### config.mk
export PLATFORM = sky130hd
export DESIGN_NAME = fpir_adder
export DESIGN_NICKNAME = d
export VERILOG_FILES = /design/src/fpir_pkg.sv /design/src/fpir_adder.sv /design/src/fpir_align_shifter.sv /design/src/fpir_barrel_shifter.sv /design/src/fpir_normalizer.sv /design/src/fpir_round.sv
export SDC_FILE = /design/constraint.sdc
export NUM_CORES = 1
export LEC_CHECK = 0
export BUFFER_PORTS_ARGS = -buffer_cell sky130_fd_sc_hd__buf_4
export CAP_MARGIN = 15
export CELL_PAD_IN_SITES_DETAIL_PLACEMENT = 1
export CELL_PAD_IN_SITES_GLOBAL_PLACEMENT = 1
export CORE_MARGIN = 8
export CORE_UTILIZATION = 30
export DETAILED_ROUTE_END_ITERATION = 10
export GPL_ROUTABILITY_DRIVEN = 1
export PLACE_DENSITY_LB_ADDON = 0.1
export RECOVER_POWER = 50
export SETUP_SLACK_MARGIN = 0.2
export SKIP_CTS_REPAIR_TIMING = 1
export SLEW_MARGIN = 20
export SYNTH_ARGS = -nofsm -noshare
export SYNTH_HDL_FRONTEND = slang
export SYNTH_HIERARCHICAL = 1
export SYNTH_SLANG_ARGS = --single-unit
### constraint.sdc
create_clock -name clk -period 14.7 [get_ports clk]
set_input_delay 1.47 -clock clk [delete_from_list [all_inputs] [get_ports clk]]
set_output_delay 1.47 -clock clk [all_outputs]
set_load 0.01 [all_outputs]
### src/fpir_pkg.sv
package fpir_pkg;

	// *************************************************************************
	// Number format
	// *************************************************************************

	// Stored exponent width
	localparam int exp_bits = 8;
	// Significand width, leading one is explicit
	localparam int man_bits = 24;
	// Bias of the stored exponent
	localparam int exp_bias = 127;
	// Guard, round and sticky positions carried below the significand
	localparam int grd_bits = 3;
	// Alignment amount width
	localparam int shift_bits = 5;
	// Largest exponent code, results reaching it overflow
	localparam int exp_max = 255;

	// Significand plus the guard positions
	localparam int ext_bits = man_bits + grd_bits;
	// Zero bits placed under the significand so a full shift loses nothing
	localparam int align_pad_bits = (1 << shift_bits) - 1;
	// Width seen by the alignment barrel shifter
	localparam int align_wide_bits = ext_bits + align_pad_bits;

	// *************************************************************************
	// Types
	// *************************************************************************

	// rm_jam is internal only, it folds all dropped bits into the kept LSB
	typedef enum logic [1:0] {
		rm_rne,
		rm_rtz,
		rm_jam
	} round_mode_e;

	typedef enum logic {
		op_add,
		op_sub
	} fp_op_e;

	// One number, exp of zero means the value zero
	typedef struct packed {
		logic sign;
		logic [exp_bits-1:0] exp;
		logic [man_bits-1:0] man;
	} fpir_t;

	typedef struct packed {
		fpir_t a;
		fpir_t b;
		fp_op_e op;
		round_mode_e rmode;
	} fpir_req_t;

	typedef struct packed {
		fpir_t result;
		logic overflow;
		logic zero;
	} fpir_res_t;

	// Stage 1 to stage 2 register contents
	typedef struct packed {
		logic sign;                      // sign of the larger magnitude
		logic [exp_bits-1:0] exp;        // exponent of the larger magnitude
		logic [ext_bits-1:0] big_man;
		logic [ext_bits-1:0] small_man;  // already aligned, sticky in LSB
		logic eff_sub;
		logic zero_sign;                 // result sign if the sum cancels to zero
		round_mode_e rmode;
	} align_t;

endpackage

### src/fpir_adder.sv
`timescale 1ns/1ns

// Two-stage floating-point add and subtract
// Stage 1 orders and aligns, stage 2 adds, normalizes and rounds
module fpir_adder import fpir_pkg::*; (
	input logic clk,
	input logic rst_n,
	input logic in_valid,
	input fpir_req_t req,
	output logic out_valid,
	output fpir_res_t res
);

	// Effective operands, sub folded into b's sign
	fpir_t a_op;
	fpir_t b_op;
	logic a_ge_b;
	fpir_t big_op;
	fpir_t small_op;
	logic [exp_bits-1:0] exp_diff;
	logic [shift_bits-1:0] amount;
	logic [ext_bits-1:0] small_aligned;
	align_t s1_d;
	align_t s1_q;
	logic s1_valid;
	fpir_res_t res_d;

	// *************************************************************************
	// Stage 1: order and align
	// *************************************************************************

	always_comb begin
		a_op = req.a;
		b_op = req.b;
		b_op.sign = req.b.sign ^ (req.op == op_sub);
		// A zero operand adds nothing
		if (req.a.exp == '0) begin
			a_op.man = '0;
		end
		if (req.b.exp == '0) begin
			b_op.man = '0;
		end
	end

	// Magnitude compare, exponent first then significand
	assign a_ge_b = {a_op.exp, a_op.man} >= {b_op.exp, b_op.man};
	assign big_op = a_ge_b ? a_op : b_op;
	assign small_op = a_ge_b ? b_op : a_op;

	// Past ext_bits everything lands in sticky anyway
	assign exp_diff = big_op.exp - small_op.exp;
	assign amount = (exp_diff >= exp_bits'(ext_bits)) ? shift_bits'(ext_bits)
		: exp_diff[shift_bits-1:0];

	fpir_align_shifter align_inst (
		.man({small_op.man, {grd_bits{1'b0}}}),
		.amount(amount),
		.aligned(small_aligned)
	);

	always_comb begin
		s1_d.sign = big_op.sign;
		s1_d.exp = big_op.exp;
		s1_d.big_man = {big_op.man, {grd_bits{1'b0}}};
		s1_d.small_man = small_aligned;
		s1_d.eff_sub = a_op.sign ^ b_op.sign;
		// Negative only when both effective signs are negative
		s1_d.zero_sign = a_op.sign & b_op.sign;
		s1_d.rmode = req.rmode;
	end

	// *************************************************************************
	// Pipeline registers
	// *************************************************************************

	always_ff @(posedge clk) begin
		if (in_valid) begin
			s1_q <= s1_d;
		end
	end

	// Stage 2 combinational datapath
	fpir_normalizer norm_inst (
		.stage(s1_q),
		.res(res_d)
	);

	always_ff @(posedge clk) begin
		if (!rst_n) begin
			s1_valid <= 1'b0;
			out_valid <= 1'b0;
			res <= '0;
		end else begin
			s1_valid <= in_valid;
			out_valid <= s1_valid;
			// Hold the last result between requests
			if (s1_valid) begin
				res <= res_d;
			end
		end
	end

endmodule

### src/fpir_align_shifter.sv
`timescale 1ns/1ns

// Right shift of the smaller significand for alignment
// Bits shifted out end up in the aligned LSB as a sticky bit
module fpir_align_shifter import fpir_pkg::*; (
	input logic [ext_bits-1:0] man,
	input logic [shift_bits-1:0] amount,
	output logic [ext_bits-1:0] aligned
);

	// Significand with room underneath for the largest shift
	logic [align_wide_bits-1:0] widened;
	logic [align_wide_bits-1:0] moved;
	// Jam result, top bit is the carry and always stays low
	logic [ext_bits:0] jammed;

	assign widened = {man, {align_pad_bits{1'b0}}};

	fpir_barrel_shifter #(
		.data_w(align_wide_bits),
		.amt_w(shift_bits)
	) barrel_inst (
		.data(widened),
		.amount(amount),
		.shifted(moved)
	);

	// Remove the extension, OR its contents into the kept LSB
	fpir_round #(
		.in_w(align_wide_bits),
		.drop_w(align_pad_bits)
	) jam_inst (
		.value(moved),
		.mode(rm_jam),
		.rounded(jammed),
		.inexact()
	);

	assign aligned = jammed[ext_bits-1:0];

endmodule

### src/fpir_barrel_shifter.sv
`timescale 1ns/1ns

// Logical right shifter built from log2 stages
// Stage i moves the data by 2**i when amount bit i is set
module fpir_barrel_shifter #(
	parameter int data_w = 32,
	parameter int amt_w = 5
) (
	input logic [data_w-1:0] data,
	input logic [amt_w-1:0] amount,
	output logic [data_w-1:0] shifted
);

	// *************************************************************************
	// Shift network
	// *************************************************************************

	// Slice 0 is the raw input, slice amt_w is the final result
	logic [amt_w:0][data_w-1:0] stage;

	assign stage[0] = data;

	for (genvar i = 0; i < amt_w; i++) begin : g_stage
		// Zero fill from the top
		// A step of 2**i at or past data_w clears the slice entirely
		always_comb begin
			if (amount[i]) begin
				stage[i+1] = stage[i] >> (2 ** i);
			end else begin
				stage[i+1] = stage[i];
			end
		end
	end

	// Sum of the enabled steps equals amount
	// so amounts of data_w or more give zero
	assign shifted = stage[amt_w];

endmodule

### src/fpir_normalizer.sv
`timescale 1ns/1ns

// Stage 2 datapath: significand add, normalize, round, flags
module fpir_normalizer import fpir_pkg::*; (
	input align_t stage,
	output fpir_res_t res
);

	// Raw sum with carry bit
	logic [ext_bits:0] sum;
	logic sum_zero;
	// Leading zeros of the sum below the carry, ext_bits when all clear
	logic [shift_bits-1:0] lz;
	logic [ext_bits-1:0] norm;
	// Two extra bits for carry and borrow headroom
	logic [exp_bits+1:0] exp_n;
	logic [exp_bits+1:0] exp_r;
	logic under;
	logic [man_bits:0] rounded;
	logic [man_bits-1:0] man_r;

	// Big operand never smaller than the aligned one, no borrow out
	assign sum = stage.eff_sub ? {1'b0, stage.big_man} - {1'b0, stage.small_man}
		: {1'b0, stage.big_man} + {1'b0, stage.small_man};
	assign sum_zero = (sum == '0);

	// Leading zero count, highest set bit wins
	always_comb begin
		lz = shift_bits'(ext_bits);
		for (int i = 0; i < ext_bits; i++) begin
			if (sum[i]) begin
				lz = shift_bits'(ext_bits - 1 - i);
			end
		end
	end

	always_comb begin
		under = 1'b0;
		if (sum[ext_bits]) begin
			// Carry out, one step right with the lost bit kept as sticky
			norm = {sum[ext_bits:2], sum[1] | sum[0]};
			exp_n = {2'b00, stage.exp} + 1'b1;
		end else begin
			norm = sum[ext_bits-1:0] << lz;
			exp_n = {2'b00, stage.exp} - (exp_bits + 2)'(lz);
			// No denormals, anything at exponent zero or below flushes
			under = ({2'b00, stage.exp} <= (exp_bits + 2)'(lz));
		end
	end

	fpir_round #(
		.in_w(ext_bits),
		.drop_w(grd_bits)
	) round_inst (
		.value(norm),
		.mode(stage.rmode),
		.rounded(rounded),
		.inexact()
	);

	// Rounding carry gives 1.000..0, renormalize by one
	assign exp_r = exp_n + (exp_bits + 2)'(rounded[man_bits]);
	assign man_r = rounded[man_bits] ? rounded[man_bits:1] : rounded[man_bits-1:0];

	always_comb begin
		res = '0;
		if (sum_zero) begin
			res.zero = 1'b1;
			res.result.sign = stage.zero_sign;
		end else if (under) begin
			res.zero = 1'b1;
			res.result.sign = stage.sign;
		end else if (exp_r >= (exp_bits + 2)'(exp_max)) begin
			// Saturate to the largest finite value
			res.overflow = 1'b1;
			res.result.sign = stage.sign;
			res.result.exp = exp_bits'(exp_max - 1);
			res.result.man = '1;
		end else begin
			res.result.sign = stage.sign;
			res.result.exp = exp_r[exp_bits-1:0];
			res.result.man = man_r;
		end
	end

endmodule

### src/fpir_round.sv
`timescale 1ns/1ns

// Drops the low drop_w bits of value under the selected mode
// Result keeps a carry bit on top of the kept field
module fpir_round import fpir_pkg::*; #(
	parameter int in_w = 27,
	parameter int drop_w = 3
) (
	input logic [in_w-1:0] value,
	input round_mode_e mode,
	output logic [in_w-drop_w:0] rounded,
	output logic inexact
);

	// *************************************************************************
	// Split
	// *************************************************************************

	// Kept field and the bits that go away
	logic [in_w-drop_w-1:0] kept;
	logic [drop_w-1:0] lost;
	// Lost bits with the guard shifted out
	logic [drop_w-1:0] below;
	logic guard;
	logic sticky;

	assign kept = value[in_w-1:drop_w];
	assign lost = value[drop_w-1:0];

	// Guard is the first dropped bit
	assign guard = lost[drop_w-1];
	// Everything under the guard collapses into sticky
	assign below = lost << 1;
	assign sticky = |below;

	assign inexact = guard | sticky;

	// *************************************************************************
	// Mode select
	// *************************************************************************

	always_comb begin
		// Truncation unless a mode below changes it
		rounded = {1'b0, kept};
		case (mode)
			rm_rne: begin
				// Above half, or exactly half with an odd kept field
				if (guard && (sticky || kept[0])) begin
					rounded = {1'b0, kept} + 1'b1;
				end
			end
			rm_jam: begin
				// Never carries, only marks that something was lost
				rounded[0] = kept[0] | guard | sticky;
			end
			rm_rtz: begin
				rounded = {1'b0, kept};
			end
			default: begin
				rounded = {1'b0, kept};
			end
		endcase
	end

endmodule

After elaboration in Yosys (flattened, before gate mapping)
Cells that the tools add are included.
{"block": "word_totals", "output_inout_bits": 36, "wordCells": 96, "ff_bits": 101, "inputBits": 72}
{"block": "op_classes", "n_addsub": 7, "shifts": 1, "magnitude_cmp": 4, "reduce_logical": 8, "n_eq_ne": 1, "n_bitwise": 8, "muxes": 52}
{"operator": "$mux 58", "n": 4}
{"operator": "$mux 33", "n": 3}
{"operator": "$mux 24", "n": 4}
{"operator": "$mux 5", "n": 17}
{"operator": "$mux 32", "n": 2}
{"operator": "$mux 42", "n": 1}
{"operator": "$ge 32x32->1", "n": 1}
{"operator": "$mux 4", "n": 8}
{"operator": "$reduce_or 30->1", "n": 1}
{"operator": "$add 27x27->28", "n": 1}
{"operator": "$logic_not 28->1", "n": 1}
{"operator": "$mux 28", "n": 1}
{"operator": "$sub 27x27->28", "n": 1}
{"operator": "$mux 27", "n": 1}
{"operator": "$shl 27x5->27", "n": 1}
{"operator": "$add 24x1->25 const B", "n": 1}
{"operator": "$mux 25", "n": 1}
{"operator": "$logic_not 8->1", "n": 2}
{"operator": "$add 10x1->10", "n": 1}
{"operator": "$ge 10x8->1 const B", "n": 1}
{"operator": "$mux 10", "n": 1}
{"operator": "$add 8x1->9 const B", "n": 1}
{"operator": "$sub 8x5->9", "n": 1}
{"operator": "$ge 8x5->1 const B", "n": 1}
{"operator": "13 further kinds", "n": 24}

Longest topological paths before layout
{"block": "depth", "depth_word": 41, "mapped_depth": 42, "mapped_depth_nobuf": 36}

Hierarchy
Netlist, hierarchy kept.
{"mod": "fpir_normalizer", "area_per_inst_um2": 6301.0, "seq_area_each_um2": 0.0, "n_inst": 1, "cells_each": 954}
{"mod": "fpir_adder", "area_per_inst_um2": 5422.7, "seq_area_each_um2": 2662.6, "n_inst": 1, "cells_each": 542}
{"mod": "fpir_barrel_shifter", "area_per_inst_um2": 3136.8, "seq_area_each_um2": 0.0, "n_inst": 1, "cells_each": 347}
{"mod": "fpir_round (align_inst.jam_inst)", "area_per_inst_um2": 686.9, "seq_area_each_um2": 0.0, "n_inst": 1, "cells_each": 103}
{"mod": "fpir_round (norm_inst.round_inst)", "area_per_inst_um2": 580.6, "seq_area_each_um2": 0.0, "n_inst": 1, "cells_each": 85}
{"mod": "fpir_align_shifter", "area_per_inst_um2": 7.5, "seq_area_each_um2": 0.0, "n_inst": 1, "cells_each": 2}

Worst setup path before layout
Ideal clock, no wire load.
{"block": "synth_path", "path_type": "register -> register", "startpoint": "reg s1_q[15] (netlist bit)", "endpoint": "reg res[14] (netlist bit)", "setup_ns": 0.117, "t_arrival_ns": 8.575, "required_time_ns": 14.583, "path_stages_with_launch": 39, "path_slack_ns": 6.008, "synth_period_minus_slack_ns": 8.692, "path_buffers": 7, "path_cell_list": "edfxtp_1 -> or4_1 -> or4_1 -> or3_1 -> nor4_1 -> a31oi_1 -> xnor2_1 -> ha_1 -> clkbuf_1 -> nand2_1 -> o21ai_0 -> or3_1 -> mux2_2 -> and2_1 -> clkbuf_1 -> or3_1 -> buf_2 -> nor2_2 -> [... 3 more ...] -> o22a_1 -> o22ai_1 -> nand4_1 -> nor3_1 -> and4_1 -> ha_1 -> ha_1 -> nand3b_1 -> mux2i_1 -> and3_1 -> nand3_1 -> mux2i_2 -> o21a_1 -> buf_6 -> buf_6 -> a21oi_2 -> mux2i_1 -> nor2b_1"}
{"element": "start, declared", "line": "fpir_adder.sv:24", "source": "align_t s1_q;"}
{"element": "start signal, assigned", "line": "fpir_adder.sv:78", "source": "s1_q <= s1_d;"}
{"element": "end signal, assigned", "line": "fpir_adder.sv:98", "source": "res <= res_d;"}
{"element": "end, declared", "line": "fpir_adder.sv:11", "source": "output fpir_res_t res"}

==> key figures <==
Final layout
  – # diodes: 0
  – Cell Count, Final, Fillers Out: about 2900
  – Final nets: 2317
  – Syn-to-layout area delta: 11.99%
  – Fillers: 6494
  – Util after Layout: approximately 34%
  – Share of layout cells above drive strength 1: 13.20%

Worst setup path
  – Reg2Reg Setup Slack: 3.32 ns
  – WP buf/inv: 3
  – Max incr delay on CP: about 0.64 ns
  – CP arrival: 11.69 ns
  – CP endpoint kind: flop
  – CP Data Required Time: ~15 ns
  – CP Launch Type: flop
  – Worst path slowest cell: inv_2
  – Worst-path fanout max: 26
  – WS Path Type: flop to flop
  – Crit path max-delay family: simple AND/OR/NAND/NOR gates

Placement
  – GPL Wtd Cong: slightly above 0.9
  – PortBufs: around 110
  – DP HPWL: 52870 um
  – Inst Count DP: roughly 2900

Clock network
  – Clock transition at path regs: 0.08 ns
  – Root cell of the clock tree: clkbuf_16
  – CTS sink cnt: around 100
  – CTS Buf Count: 9
  – Max Root-Sink Buffers: 2
  – CTS tree: done
  – Clk Latency, worst-skew pair: between 0.3 and 0.4 ns
  – CTS H-tree lvls: 3

Power and ir drop
  – Peak VDD IR: between 0.07 and 0.08 mV
  – Pwr dens: around 170 nW/um2
  – Leak Pwr: 0.006692 uW

Global route
  – Overflow after GRT: 0
  – Initial antenna violation count: 1
  – First-pass GRT wire length: between 100000 and 150000 um
  – All-Layer GR Usage: 20.67%
  – Vias in the first global route: about 17000
  – Largest net degree at the start of global routing: 68

STA
  – Minimum clock period: around 11 ns
  – Rel. slew slack: -136.2%
  – Max Clock Freq: around 0.09 GHz
  – Slew Viols, Final: between 60 and 70
  – # setup viols final: 0
  – Worst Tran Pin Value: ~3.5 ns
  – RSZ-0062 raised after global routing: false
  – Final hold violations: 0
  – Final setup TNS: 0 ns
  – Minimum hold slack: approximately 0.52 ns
  – Tcrit/Tclk final: between 70% and 80%
  – Skew final: between 0.01 and 0.015 ns

Drt
  – DRC viols: 0
  – Post-route antenna net violation count: 0
  – First drt pass iteration count: 5
  – Via density: 5.746
  – DR WL/cell: 22.42 um
  – Routed wire length: approximately 64000 um
  – Total number of vias: about 16000
  – Initial DRC Count: approximately 1000

Synth
  – Avg Synthesized Cell Area: a little under 8 um2
  – Synth warn: 6
  – Cells after Synth: between 2000 and 2500
  – Synthesized area: approximately 16000 um2

Flow run
  – Max Cap Viol: 1

Floorplanning
  – Num rows: 85
  – Core area: around 53000 um2
  – Die outline area: slightly above 60000 um2
  – Initial Util: 30.13%
  – Die W: between 200 and 250 um
  – Die Y: approximately 250 um
  – Number of primary I/O pins: 108

Hold path
  – Hold WC Path Type: flop to flop

Status
  – Status: complete, but fails checks
  – Failing checks: max-capacitance violations, max-slew violations
==> flip-flops by register name, summed over array words and instances (netlist names) <==
| name | count |
|---|---|
| s1_q | 64 |
| res | 35 |
| out_valid | 1 |
| s1_valid | 1 |
==> through the flow <==
step / cell area, um2 / worst slack [ns] / total power (uW)
after global routing: 18050 / 2.300 / 3207
after CTS: 18180 / 3.283 / 2993
after global placement: 17890 / 3.689 / 2747
after floorplan: 16560 / 6.008 / 2004
final: 18050 / 3.317 / 3000
after detailed placement: 17890 / 3.346 / 2738
==> worst reg2reg max path: cells and delay by family (launching register included) <==
kind | cells | cell delay, ns
xor gates and xnor gates | 1 | 0.15
AOI/OAI and AO/OA | 7 | 2.22
muxes | 4 | 0.90
adders and majority gates | 3 | 0.87
and+or+nand+nor | 18 | 5.37
buffers and inverters | 3 | 1.34
DFF | 1 | 0.43
==> cell type report <==
cell class | count | area [um2] | share of cell area (%)
flip-flops and latches | 101 | 2664 | 14.76
repair buffers | 135 | 885.9 | 4.907
clock inverters | 7 | 58.81 | 0.3258
inverters | 50 | 187.7 | 1.040
clock buffers | 9 | 225.2 | 1.248
well taps | 696 | 870.8 | 4.824
multi-input cells | 1873 | 13160 | 72.90
==> final timing paths <==
check	startpoint	endpoint	cells after the start
max	s1_q[15]$_DFFE_PP_	res[26]$_SDFFE_PN0P_	36
min	res[8]$_SDFFE_PN0P_	res[8]$_SDFFE_PN0P_	2
max reg2reg	s1_q[15]$_DFFE_PP_	res[26]$_SDFFE_PN0P_	36
min reg2reg	res[8]$_SDFFE_PN0P_	res[8]$_SDFFE_PN0P_	2
==> cell usage in the layout, fill, tap and decap left out, drive strengths merged, types with 23 or more instances in the layout <==
master  instances
ha             73
a211oi         39
buf           100
o22ai          40
and3           23
and2           50
mux2i         118
o21ai         145
nand4          31
inv            51
nor4           26
conb          120
dfxtp          37
nand3          51
nand2         219
nor2b          45
xnor2          72
nor3           69
nor2          149
clkbuf         44
edfxtp         64
mux4           45
mux2           52
xor2           34
a22oi          27
a21oi         145
==> layer usage <==
| layer | global-route usage (%) | share of wire (%) | wire, um |
|---|---|---|---|
| met5 | 0 | 0 | 0 |
| met4 | 7.854 | 3.7 | 2379 |
| met3 | 2.066 | 2.3 | 1498 |
| met2 | 35.51 | 48 | 30940 |
| met1 | 26.48 | 46 | 29560 |
==> report_power, final <==
part / internal, uW / switching, uW / leakage, uW
Clock: 117 / 118 / 0.000133
Combinational: 816 / 1570 / 0.00564
Sequential: 349 / 33.8 / 0.000920
(Power assumes the default switching activity.)
